--- config.mk ---
export PLATFORM = sky130hd
export DESIGN_NAME = csrUnit
export DESIGN_NICKNAME = d
export VERILOG_FILES = /design/src/hdl/csrPkg.sv /design/src/hdl/csrDecode.sv /design/src/hdl/csrExecute.sv /design/src/hdl/csrMachine.sv /design/src/hdl/csrResult.sv /design/src/hdl/csrUnit.sv
export SDC_FILE = /design/constraint.sdc
export NUM_CORES = 1
export LEC_CHECK = 0
export ABC_AREA = 0
export BUFFER_PORTS_ARGS = -buffer_cell sky130_fd_sc_hd__buf_2
export CAP_MARGIN = 20
export CORE_MARGIN = 3
export CORE_UTILIZATION = 25
export CTS_BUF_LIST = sky130_fd_sc_hd__clkbuf_8
export DETAILED_ROUTE_END_ITERATION = 7
export GPL_ROUTABILITY_DRIVEN = 0
export PLACE_DENSITY_LB_ADDON = 0.1
export SYNTH_ARGS = -nofsm -noshare
export SYNTH_HDL_FRONTEND = slang
export SYNTH_SLANG_ARGS = --single-unit
--- constraint.sdc ---
create_clock -name clk -period 4.55 [get_ports clk]
set_clock_uncertainty 0.2 [all_clocks]
set_input_delay 1.365 -clock clk [delete_from_list [all_inputs] [get_ports clk]]
set_output_delay 1.365 -clock clk [all_outputs]
set_load 0.005 [all_outputs]
--- src/hdl/csrPkg.sv ---
// Machine CSR definitions
package csrPkg;

  localparam int xlen = 32;

  //////////////////////////////////////////////////////////////////////
  // CSR addresses
  //////////////////////////////////////////////////////////////////////
  localparam logic [11:0] mvendoridAdr = 12'hF11;
  localparam logic [11:0] marchidAdr   = 12'hF12;
  localparam logic [11:0] mimpidAdr    = 12'hF13;
  localparam logic [11:0] mhartidAdr   = 12'hF14;
  localparam logic [11:0] mstatusAdr   = 12'h300;
  localparam logic [11:0] misaAdr      = 12'h301;
  localparam logic [11:0] mieAdr       = 12'h304;
  localparam logic [11:0] mtvecAdr     = 12'h305;
  localparam logic [11:0] mscratchAdr  = 12'h340;
  localparam logic [11:0] mepcAdr      = 12'h341;
  localparam logic [11:0] mcauseAdr    = 12'h342;
  localparam logic [11:0] mtvalAdr     = 12'h343;
  localparam logic [11:0] mipAdr       = 12'h344;
  localparam logic [11:0] pmpcfg0Adr   = 12'h3A0;
  localparam logic [11:0] pmpaddr0Adr  = 12'h3B0;

  // SYSTEM opcode and the fixed privileged encodings
  localparam logic [6:0]  sysOpcode  = 7'b1110011;
  localparam logic [31:0] ecallWord  = 32'h0000_0073;
  localparam logic [31:0] ebreakWord = 32'h0010_0073;
  localparam logic [31:0] mretWord   = 32'h3020_0073;

  // Exception and interrupt codes
  localparam logic [xlen-1:0] causeIllegal = 32'd2;
  localparam logic [xlen-1:0] causeBreak   = 32'd3;
  localparam logic [xlen-1:0] causeEcallM  = 32'd11;
  localparam logic [xlen-1:0] causeExtIrq  = 32'd11;

  // Hardwired IDs, MXL of 1 with only the I extension
  localparam logic [xlen-1:0] misaValue   = 32'h4000_0100;
  localparam logic [xlen-1:0] mimpidValue = 32'h0000_0100;

  // MSIE, MTIE and MEIE are the only writable mie bits
  localparam logic [xlen-1:0] mieMask = 32'h0000_0888;

  typedef enum logic [2:0] {
    opNone, opRw, opRs, opRc, opEcall, opEbreak, opMret, opIllegal
  } csrOpE;

  //////////////////////////////////////////////////////////////////////
  // Structs passed between the stages
  //////////////////////////////////////////////////////////////////////
  typedef struct packed {
    logic            valid;
    csrOpE           op;
    logic [11:0]     adr;
    logic [4:0]      rd;
    logic            writes;
    logic [xlen-1:0] operand;
    logic [xlen-1:0] pc;
    logic [xlen-1:0] instr;   // raw word, becomes mtval on illegal
  } csrReqT;

  typedef struct packed {
    logic [29:0] base;
    logic [1:0]  mode;
  } mtvecFieldT;

  // Trap vector seen either as the stored word or as base and mode
  typedef union packed {
    logic [xlen-1:0] raw;
    mtvecFieldT      f;
  } mtvecU;

  typedef struct packed {
    logic mpie;
    logic mie;
  } mstatusT;

  typedef struct packed {
    logic            we;
    logic [11:0]     adr;
    logic [xlen-1:0] data;
    logic            trap;
    logic            mret;
    logic [xlen-1:0] epc;
    logic [xlen-1:0] cause;
    logic [xlen-1:0] tval;
  } csrWriteT;

  typedef struct packed {
    logic            valid;
    logic            rdWe;
    logic [4:0]      rd;
    logic [xlen-1:0] rdVal;
    logic            redirect;
    logic [xlen-1:0] targetPc;
  } csrResultT;

endpackage

--- src/hdl/csrDecode.sv ---
// SYSTEM instruction decoder
`timescale 1ns/100ps

module csrDecode (
  input  logic           valid,
  input  logic [31:0]    instr,
  input  logic [31:0]    rs1Val,
  input  logic [31:0]    pc,
  output csrPkg::csrReqT req
);
  import csrPkg::*;

  logic [2:0] funct3;
  logic [4:0] rs1Field;
  logic       isSystem;

  assign funct3   = instr[14:12];
  assign rs1Field = instr[19:15];
  assign isSystem = (instr[6:0] == sysOpcode);

  always_comb begin
    req       = '0;
    req.valid = valid;
    req.adr   = instr[31:20];
    req.rd    = instr[11:7];
    req.pc    = pc;
    req.instr = instr;
    req.op    = opNone;
    if (valid) begin
      req.op = opIllegal;
      if (isSystem) begin
        case (funct3)
          // Privileged forms must match the whole word
          3'b000: begin
            if (instr == ecallWord) begin
              req.op = opEcall;
            end else if (instr == ebreakWord) begin
              req.op = opEbreak;
            end else if (instr == mretWord) begin
              req.op = opMret;
            end
          end
          3'b001, 3'b101: begin
            req.op     = opRw;
            req.writes = 1'b1;
          end
          3'b010, 3'b110: begin
            req.op     = opRs;
            req.writes = (rs1Field != 5'd0);
          end
          3'b011, 3'b111: begin
            req.op     = opRc;
            req.writes = (rs1Field != 5'd0);
          end
          default: begin
            req.op = opIllegal;
          end
        endcase
        // Immediate forms use the rs1 field as a zero-extended uimm
        req.operand = funct3[2] ? {27'b0, rs1Field} : rs1Val;
      end
    end
  end

endmodule

--- src/hdl/csrExecute.sv ---
// CSR operation and trap control
`timescale 1ns/100ps

module csrExecute (
  input  csrPkg::csrReqT     req,
  input  logic [31:0]        readVal,
  input  logic               illegal,
  input  logic               irqTake,
  input  csrPkg::mtvecU      mtvec,
  input  logic [31:0]        mepc,
  output csrPkg::csrWriteT   wr,
  output csrPkg::csrResultT  next
);
  import csrPkg::*;

  logic        isCsr;
  logic [31:0] trapBase;
  logic [31:0] irqTarget;

  assign isCsr    = req.op inside {opRw, opRs, opRc};
  assign trapBase = {mtvec.f.base, 2'b00};

  // Vectored mode jumps to base plus four times the cause
  assign irqTarget = (mtvec.f.mode == 2'b01) ? trapBase + (causeExtIrq << 2) : trapBase;

  always_comb begin
    wr         = '0;
    next       = '0;
    wr.adr     = req.adr;
    wr.epc     = req.pc;
    next.valid = req.valid;
    next.rd    = req.rd;
    if (req.valid) begin
      if (irqTake) begin
        wr.trap         = 1'b1;
        wr.cause        = {1'b1, causeExtIrq[30:0]};
        next.redirect   = 1'b1;
        next.targetPc   = irqTarget;
      end else if (req.op inside {opIllegal, opEcall, opEbreak} || (isCsr && illegal)) begin
        wr.trap         = 1'b1;
        next.redirect   = 1'b1;
        next.targetPc   = trapBase;
        case (req.op)
          opEcall:  wr.cause = causeEcallM;
          opEbreak: wr.cause = causeBreak;
          default: begin
            wr.cause = causeIllegal;
            wr.tval  = req.instr;
          end
        endcase
      end else if (req.op == opMret) begin
        wr.mret         = 1'b1;
        next.redirect   = 1'b1;
        next.targetPc   = mepc;
      end else if (isCsr) begin
        // Old value goes to rd, new value to the CSR
        next.rdWe  = 1'b1;
        next.rdVal = readVal;
        wr.we      = req.writes;
        case (req.op)
          opRs:    wr.data = readVal | req.operand;
          opRc:    wr.data = readVal & ~req.operand;
          default: wr.data = req.operand;
        endcase
      end
    end
  end

endmodule

--- src/hdl/csrMachine.sv ---
// Machine-mode CSR registers
`timescale 1ns/100ps

module csrMachine (
  input  logic              clk,
  input  logic              rstN,
  input  csrPkg::csrReqT    req,
  input  csrPkg::csrWriteT  wr,
  input  logic              irqExt,
  output logic [31:0]       readVal,
  output logic              illegal,
  output csrPkg::mtvecU     mtvec,
  output logic [31:0]       mepc,
  output csrPkg::mstatusT   mstatus,
  output logic              irqTake,
  output logic [31:0]       pmpCfg0,
  output logic [3:0][31:0]  pmpAddr
);
  import csrPkg::*;

  logic [31:0] mieReg;
  logic [31:0] mscratch;
  logic [31:0] mcause;
  logic [31:0] mtval;
  logic [31:0] mip;
  logic [31:0] mstatusWord;

  logic       weMstatus;
  logic       weMtvec;
  logic       weMie;
  logic       weMscratch;
  logic       weMepc;
  logic       weMcause;
  logic       weMtval;
  logic       wePmpCfg;
  logic [3:0] wePmpAddr;

  logic unknownAdr;
  logic readOnly;

  //////////////////////////////////////////////////////////////////////
  // Write enables
  //////////////////////////////////////////////////////////////////////
  assign weMstatus  = wr.we && (wr.adr == mstatusAdr);
  assign weMtvec    = wr.we && (wr.adr == mtvecAdr);
  assign weMie      = wr.we && (wr.adr == mieAdr);
  assign weMscratch = wr.we && (wr.adr == mscratchAdr);
  assign weMepc     = wr.we && (wr.adr == mepcAdr);
  assign weMcause   = wr.we && (wr.adr == mcauseAdr);
  assign weMtval    = wr.we && (wr.adr == mtvalAdr);
  assign wePmpCfg   = wr.we && (wr.adr == pmpcfg0Adr);

  always_comb begin
    for (int i = 0; i < 4; i++) begin
      wePmpAddr[i] = wr.we && (wr.adr == pmpaddr0Adr + 12'(i));
    end
  end

  //////////////////////////////////////////////////////////////////////
  // Registers
  //////////////////////////////////////////////////////////////////////
  always_ff @(posedge clk) begin
    if (!rstN) begin
      mstatus <= '0;
    end else if (wr.trap) begin
      mstatus.mpie <= mstatus.mie;
      mstatus.mie  <= 1'b0;
    end else if (wr.mret) begin
      mstatus.mie  <= mstatus.mpie;
      mstatus.mpie <= 1'b1;
    end else if (weMstatus) begin
      mstatus.mie  <= wr.data[3];
      mstatus.mpie <= wr.data[7];
    end
  end

  always_ff @(posedge clk) begin
    if (!rstN) begin
      mtvec    <= '0;
      mieReg   <= '0;
      mscratch <= '0;
      mepc     <= '0;
      mcause   <= '0;
      mtval    <= '0;
      pmpCfg0  <= '0;
      pmpAddr  <= '0;
    end else begin
      // Bit 1 of mtvec reads as zero, leaving modes 0 and 1
      if (weMtvec) begin
        mtvec.raw <= {wr.data[31:2], 1'b0, wr.data[0]};
      end
      if (weMie) begin
        mieReg <= wr.data & mieMask;
      end
      if (weMscratch) begin
        mscratch <= wr.data;
      end
      // Trap state wins over a CSR write to the same register
      if (wr.trap) begin
        mepc   <= wr.epc;
        mcause <= wr.cause;
        mtval  <= wr.tval;
      end else begin
        if (weMepc) begin
          mepc <= wr.data;
        end
        if (weMcause) begin
          mcause <= wr.data;
        end
        if (weMtval) begin
          mtval <= wr.data;
        end
      end
      if (wePmpCfg) begin
        pmpCfg0 <= wr.data;
      end
      for (int i = 0; i < 4; i++) begin
        if (wePmpAddr[i]) begin
          pmpAddr[i] <= wr.data;
        end
      end
    end
  end

  //////////////////////////////////////////////////////////////////////
  // Read path
  //////////////////////////////////////////////////////////////////////
  assign mip         = {20'b0, irqExt, 11'b0};
  assign mstatusWord = {24'b0, mstatus.mpie, 3'b0, mstatus.mie, 3'b0};

  always_comb begin
    unknownAdr = 1'b0;
    case (req.adr)
      misaAdr:      readVal = misaValue;
      mvendoridAdr: readVal = '0;
      marchidAdr:   readVal = '0;
      mimpidAdr:    readVal = mimpidValue;
      mhartidAdr:   readVal = '0;
      mstatusAdr:   readVal = mstatusWord;
      mtvecAdr:     readVal = mtvec.raw;
      mieAdr:       readVal = mieReg;
      mipAdr:       readVal = mip;
      mscratchAdr:  readVal = mscratch;
      mepcAdr:      readVal = mepc;
      mcauseAdr:    readVal = mcause;
      mtvalAdr:     readVal = mtval;
      pmpcfg0Adr:   readVal = pmpCfg0;
      12'h3B0:      readVal = pmpAddr[0];
      12'h3B1:      readVal = pmpAddr[1];
      12'h3B2:      readVal = pmpAddr[2];
      12'h3B3:      readVal = pmpAddr[3];
      default: begin
        readVal    = '0;
        unknownAdr = 1'b1;
      end
    endcase
  end

  // ID registers reject writes, other read-only bits ignore them
  assign readOnly = req.adr inside {mvendoridAdr, marchidAdr, mimpidAdr, mhartidAdr};
  assign illegal  = unknownAdr || (req.writes && readOnly);

  // External interrupt enable sits in mie bit 11
  assign irqTake = req.valid && mstatus.mie && mieReg[11] && irqExt;

  trapMretExclusive: assert property (
    @(posedge clk) disable iff (!rstN) !(wr.trap && wr.mret)
  ) else $error("trap and mret requested together");

endmodule

--- src/hdl/csrResult.sv ---
// Writeback result register
`timescale 1ns/100ps

module csrResult (
  input  logic               clk,
  input  logic               rstN,
  input  csrPkg::csrResultT  next,
  output csrPkg::csrResultT  result
);
  import csrPkg::*;

  csrResultT resultQ;

  //////////////////////////////////////////////////////////////////////
  // One cycle of latency between strobe and result
  //////////////////////////////////////////////////////////////////////
  always_ff @(posedge clk) begin
    if (!rstN) begin
      resultQ <= '0;
    end else begin
      resultQ <= next;
    end
  end

  assign result = resultQ;

  // A redirected instruction never also writes a register
  redirectNoWrite: assert property (
    @(posedge clk) disable iff (!rstN) resultQ.redirect |-> !resultQ.rdWe
  ) else $error("redirect together with rdWe");

  // Writes only come from a valid slot
  writeNeedsValid: assert property (
    @(posedge clk) disable iff (!rstN) resultQ.rdWe |-> resultQ.valid
  ) else $error("rdWe without valid");

endmodule

--- src/hdl/csrUnit.sv ---
// Machine CSR unit top level
`timescale 1ns/100ps

module csrUnit (
  input  logic               clk,
  input  logic               rstN,
  input  logic               valid,
  input  logic [31:0]        instr,
  input  logic [31:0]        rs1Val,
  input  logic [31:0]        pc,
  input  logic               irqExt,
  output csrPkg::csrResultT  result,
  output logic [31:0]        pmpCfg0,
  output logic [3:0][31:0]   pmpAddr
);
  import csrPkg::*;

  csrReqT    req;
  csrWriteT  wr;
  csrResultT next;
  mtvecU     mtvec;

  logic [31:0] readVal;
  logic [31:0] mepc;
  logic        illegal;
  logic        irqTake;

  csrDecode i_csrDecode (
    .valid  (valid),
    .instr  (instr),
    .rs1Val (rs1Val),
    .pc     (pc),
    .req    (req)
  );

  csrMachine i_csrMachine (
    .clk     (clk),
    .rstN    (rstN),
    .req     (req),
    .wr      (wr),
    .irqExt  (irqExt),
    .readVal (readVal),
    .illegal (illegal),
    .mtvec   (mtvec),
    .mepc    (mepc),
    .mstatus (),
    .irqTake (irqTake),
    .pmpCfg0 (pmpCfg0),
    .pmpAddr (pmpAddr)
  );

  csrExecute i_csrExecute (
    .req     (req),
    .readVal (readVal),
    .illegal (illegal),
    .irqTake (irqTake),
    .mtvec   (mtvec),
    .mepc    (mepc),
    .wr      (wr),
    .next    (next)
  );

  csrResult i_csrResult (
    .clk    (clk),
    .rstN   (rstN),
    .next   (next),
    .result (result)
  );

endmodule

[Word-level counts from Yosys, hierarchy flattened]
Cells that the tools add are included.
Word-level totals
  bits in registers: 396
  input bits: 100
  output and inout port bits: 232
  word-level logic and storage cells: 148
Cells by class
  add/subtract/negate cells: 1
  equal/unequal tests: 35
  muxes and demuxes: 48
  bitwise operators: 6
  reduce and logical (&&, ||, !) cells: 39
Operator list (number)
  32-bit 2-to-1 mux: 15
  32-bit case mux with 15 select lines: 1
  12-bit by 10-bit == test with 1-bit output (second input constant): 14
  33-bit 2-to-1 mux: 5
  64-bit 2-to-1 mux: 2
  32-bit case mux with 2 select lines: 1
  12-bit == test (second input constant): 4
  34-bit 2-to-1 mux: 1
  32-bit by 6-bit adder with 32-bit output (second input constant): 1
  32-bit bitwise AND: 1
  32-bit by 21-bit == test with 1-bit output (second input constant): 1
  32-bit by 30-bit == test with 1-bit output (second input constant): 1
  32-bit by 7-bit == test with 1-bit output (second input constant): 1
  32-bit NOT: 1
  32-bit OR: 1
  3-bit == test (second input constant): 7
  18-bit OR reduction: 1
  1-bit logical AND: 17
  1-bit 2-to-1 mux: 13
  3-bit by 2-bit == test with 1-bit output (second input constant): 4
  3-bit 2-to-1 mux: 4
  3-bit case mux with 4 select lines: 1
  2-bit OR reduction: 5
  3-bit nonzero test: 3
  other kinds (15): 24

[Longest topological paths before layout]
  word-level depth: 18
  depth in mapped cells: 12

[Modules after synthesis]
Synthesis repeated with hierarchy kept, for this count alone.
Unflattened totals
  cell total of the unflattened synthesis: 2617
  area total of the unflattened synthesis: 21523.1 um2
Modules (own cells, without submodules)
  csrMachine: instances 1, cells an instance 1814, area an instance 15386.0 um2, seq. area each 6486.2 um2
  csrExecute: instances 1, cells an instance 497, area an instance 3042.9 um2, seq. area each 0.0 um2
  csrResult: instances 1, cells an instance 151, area an instance 2016.9 um2, seq. area each 1441.4 um2
  csrDecode: instances 1, cells an instance 155, area an instance 1077.3 um2, seq. area each 0.0 um2

[Worst setup path before layout]
No wires, ideal clock.
  path kind: input to register
  start: input port instr[23]
  end: register i_csrMachine.mepc[24]
  arrival: 3426 ps
  setup slack: 783 ps
  stages: 11
  cell sequence: clkbuf_1 -> buf_2 -> and4bb_2 -> buf_2 -> buf_1 -> nand3_1 -> a21oi_1 -> a211oi_1 -> a211oi_1 -> a41oi_2 -> o221ai_1
Between the ends
  cells in the longest elaborated chain, start to end: 16
  elaborated cells between the ends (all ways): 63
  classes of those cells: 28 x eq/ne; 23 x mux; 2 x bitwise; 10 x reduce/logical
RTL lines
  start, declared: line csrUnit.sv:8  | input logic [31:0] instr,
  32-bit by 30-bit == test with 1-bit output: line csrDecode.sv:39  | end else if (instr == mretWord) begin
  1-bit 2-to-1 mux: line csrDecode.sv:39
  3-bit 2-to-1 mux: line csrDecode.sv:37  | end else if (instr == ebreakWord) begin
  3-bit 2-to-1 mux: line csrDecode.sv:35  | if (instr == ecallWord) begin
  3-bit case mux with 4 select lines: line csrDecode.sv:32  | case (funct3)
  3-bit 2-to-1 mux: line csrDecode.sv:31  | if (isSystem) begin
  3-bit 2-to-1 mux: line csrDecode.sv:29  | if (valid) begin
  3-bit by 2-bit == test with 1-bit output / 3-bit by 1-bit == test with 1-bit output (equally long branches): line csrExecute.sv:20, csrExecute.sv:60
  32-bit case mux with 2 select lines / 3-bit nonzero test (equally long branches): line csrExecute.sv:60, csrExecute.sv:20
  32-bit 2-to-1 mux, or another cell as far along: line csrExecute.sv:55  | end else if (isCsr) begin
  32-bit 2-to-1 mux, or another cell as far along: line csrExecute.sv:51  | end else if (req.op == opMret) begin
  32-bit 2-to-1 mux / 1-bit 2-to-1 mux (equally long branches): line csrExecute.sv:39  | end else if (req.op inside {opIllegal, opEcall, opEbreak} || (isCsr && illegal)) begin
  32-bit 2-to-1 mux / 1-bit 2-to-1 mux (equally long branches): line csrExecute.sv:34  | if (irqTake) begin
  34-bit 2-to-1 mux / 1-bit 2-to-1 mux (equally long branches): line csrExecute.sv:33  | if (req.valid) begin
  32-bit 2-to-1 mux / 1-bit logical AND (equally long branches): line csrMachine.sv:104, csrMachine.sv:48
  32-bit 2-to-1 mux / 2-bit nonzero test (equally long branches)
  end signal, assigned: line csrMachine.sv:100  | mepc <= wr.epc;
  end signal, assigned: line csrMachine.sv:105  | mepc <= wr.data;
  end, declared: line csrMachine.sv:13  | output logic [31:0] mepc,
Parallel ways exist; a longest one is shown, timed or not. The select of a mux whose other input is x is not followed.
A chain may end at the register's enable or synchronous reset.

[Worst setup path in the final report]
  start: input port instr[26]
  end: register i_csrMachine.pmpAddr[97] (netlist name)
Between the ends
  cells in the longest elaborated chain, start to end: 15
  elaborated cells between the ends (all ways): 58
  classes of those cells: 28 x eq/ne; 19 x mux; 2 x bitwise; 9 x reduce/logical
RTL lines
  32-bit by 30-bit == test with 1-bit output: line csrDecode.sv:39
  1-bit 2-to-1 mux: line csrDecode.sv:39
  3-bit 2-to-1 mux: line csrDecode.sv:37
  3-bit 2-to-1 mux: line csrDecode.sv:35
  3-bit case mux with 4 select lines: line csrDecode.sv:32
  3-bit 2-to-1 mux: line csrDecode.sv:31
  3-bit 2-to-1 mux: line csrDecode.sv:29
  3-bit by 1-bit == test with 1-bit output / 3-bit by 2-bit == test with 1-bit output (equally long branches): line csrExecute.sv:20, csrExecute.sv:60
  3-bit nonzero test: line csrExecute.sv:20  | assign isCsr = req.op inside {opRw, opRs, opRc};
  1-bit 2-to-1 mux / 1-bit logical AND (equally long branches): line csrExecute.sv:55, csrExecute.sv:39
  1-bit 2-to-1 mux / 1-bit logical OR (equally long branches): line csrExecute.sv:51, csrExecute.sv:39
  1-bit 2-to-1 mux: line csrExecute.sv:39
  1-bit 2-to-1 mux: line csrExecute.sv:34
  1-bit 2-to-1 mux: line csrExecute.sv:33
  1-bit logical AND: line csrMachine.sv:55  | wePmpAddr[i] = wr.we && (wr.adr == pmpaddr0Adr + 12'(i));
  end signal, assigned by index: line csrMachine.sv:119  | pmpAddr[i] <= wr.data;
  end, declared: line csrMachine.sv:17  | output logic [3:0][31:0] pmpAddr
Parallel ways exist; a longest one is shown, timed or not.

==> out/metrics.cfg <==
[synthesis]
ys_types=97
ys_dominant_reg_cell=dfxtp_1
ys_warn_count=0
synth_edf_count=0
synth_top_area_share_pct=42.4
synth_top_cell_by_area=dfxtp_1
synth-async-reset-ratio_pct=0
synth_seq_cells=396
syn_area_um2=18700
synth_area_per_cell_um2=8.35
syn-num-nets=2341
syn_inst=2240
yosysSeqAreaShare_pct=42.4
netlist_top_cells_area=dfxtp_1, nor2_1, a21oi_1

[flow_run]
cap_violations=0

[detailed_routing]
first_iter_violations=2365
postRouteAntennaNets=0
vias=20300
drc=0
route.detailed.wl_per_inst_um=28.7
drt_pass1_iterations=6
wirelength_um=106000
via_per_inst=5.53

[worst_setup_path]
crit_path_end_kind=register
reg2regPathDepth=9
start_kind=input pin
worstPathRequired_ns=4.94
path_class=input pin to register
path_max_fanout=16
reg2reg_slack_ns=1.39
arrival_ns=4.65

[place]
placed_area_um2=22600
portBuffers=331
dp_hpwl_um=80200

[layout]
fin_area_um2=24400
final_common_cell=dfxtp_1
layout.nets=2752
final_cell_mix=dfxtp_1, buf_2, nor2_1
areaGrowthSynthToFinish_pct=30.4
layout-drive-gt1-share_pct=28.2

[floorplanning]
die_area_um2=78100
ios=332
core_region_area_um2=73600
die_x_um=279
die_h_um=279
start_util_pct=25.4
rows=99

[power_and_ir_drop]
ir_worst_vdd_uv=196
pwr_density_cell_nw_per_um2=331
fin_total_pwr_uw=8070
total_leakage_power_uw=0.00955

[global_routing]
grt-ovfl-total=0
grt_max_degree=90
antenna_found_initial=11
grt_pass1_vias=19300
grt_use_total_pct=26.1
grt_pass1_wl_um=148000

[clocking]
htreeDepth=3
clk_pin_slew_ns=0.06
clock_tree.root_cell=clkbuf_8
cts_resized=0
holdBufCountCts=0
clkLatencyLatePin_ns=0.70
numCtsBuffers=77
clk_path_buf_depth=3
cts_tree=built
cts_setup_buffers=0
cts_sinks=396

[timing]
slew_violations=0
setup_tns_ns=0
setup_viol=0
max_slew.worst_pin.slew_ns=1.13
fin_crit_sh_pct=93.6
max_freq_mhz=235
slew_headroom_pct=24.6
hold_viol_final=0
period_needed_ns=4.26
rsz0062_at_grt=no

[min_path]
hp-class=register to register
holdPathStages=2

[run_status]
status=completed

-- metrics by stage --
step                hold WS (ns)  utilization, %  instances  setup WS (ns)
finish                     0.255            33.1       3675          0.291
global route               0.274            33.1       3672          0.304
CTS                        0.257            33.1       3671          0.403
detailed placement         0.247            30.8       3531         -0.323
global placement           0.240            30.8       3531         -0.283
floorplan                  0.229               -       2240          0.783
-- routing by layer --
layer	vias up	global-route usage, %	part of all wire, %
met5	-	0	0.063
met4	10	8.65	2.9
met3	176	5.79	8.9
met1	9882	37.5	46
met2	1119	38.4	43
li1	9126	-	-
-- state kept, by name, indices dropped and copies added (netlist names) --
register / flops
i_csrMachine.mieReg: 3
i_csrMachine.mepc: 32
i_csrMachine.mstatus: 2
i_csrMachine.pmpCfg0: 32
i_csrMachine.mtval: 32
i_csrMachine.mtvec: 31
i_csrMachine.mcause: 32
i_csrMachine.mscratch: 32
i_csrResult.result: 72
i_csrMachine.pmpAddr: 128
-- final cells by class --
type                    count  area (um^2)
diodes                      4         10.0
clock buffers             107         1470
clock inverters            33          258
fillers                  7818        49200
inverters                  22         85.1
multi-input cells        1617         9810
flip-flops and latches    396         7930
well taps                 959         1200
repair buffers            537         3620
-- final timing paths --
| kind | startpoint | end |
|---|---|---|
| worst max-delay path | instr[26] | i_csrMachine.pmpAddr[97]$_SDFFE_PN0P_ |
| worst min-delay path | i_csrMachine.mscratch[25]$_SDFFE_PN0P_ | i_csrMachine.mscratch[25]$_SDFFE_PN0P_ |
| worst max register to register | i_csrMachine.pmpAddr[103]$_SDFFE_PN0P_ | i_csrMachine.mcause[7]$_SDFFE_PN0P_ |
| worst min register to register | i_csrMachine.mscratch[25]$_SDFFE_PN0P_ | i_csrMachine.mscratch[25]$_SDFFE_PN0P_ |
-- cells in the mapped netlist (all sizes together), types with 25 or more instances --
cell type,count
nor2,278
a22oi,40
dfxtp,396
and3,29
o31ai,25
clkbuf,125
o211ai,25
nand2,188
nand3,93
buf,80
o21ai,129
nor3,141
a211oi,59
nand4,40
a21oi,206
mux2i,34
-- report_power, final --
group | internal [uW] | switching [uW]
clock network | 2320 | 1700
registers | 3510 | 53.5
logic | 161 | 330
total | 5990 | 2080
-- cell families (layout without fill, tap and decap cells) --
| family | count (synthesis) | after routing | synth area share, % |
|---|---|---|---|
| multiplexers | 51 | 51 | 3.39 |
| AND/OR/NAND/NOR | 887 | 887 | 23.3 |
| adder cells (fa/ha/maj) | 1 | 1 | 0.0669 |
| AO/OA/AOI/OAI | 676 | 676 | 25.3 |
| buffers and inverters | 227 | 699 | 5.44 |
| other | 0 | 4 | 0 |
| XOR/XNOR | 2 | 2 | 0.0937 |
| flip-flops | 396 | 396 | 42.4 |
-- worst max-delay path, stage by stage --
cell	delay, ns
buf_2	0.28
or4b_1	0.59
buf_12	0.21
nor3_4	0.64
buf_4	0.29
a22o_1	0.17
o311ai_0	0.32
a21oi_2	0.35
buf_12	0.18
nand2_1	0.07
a21oi_1	0.15
Power figures use the tool's default switching activity.
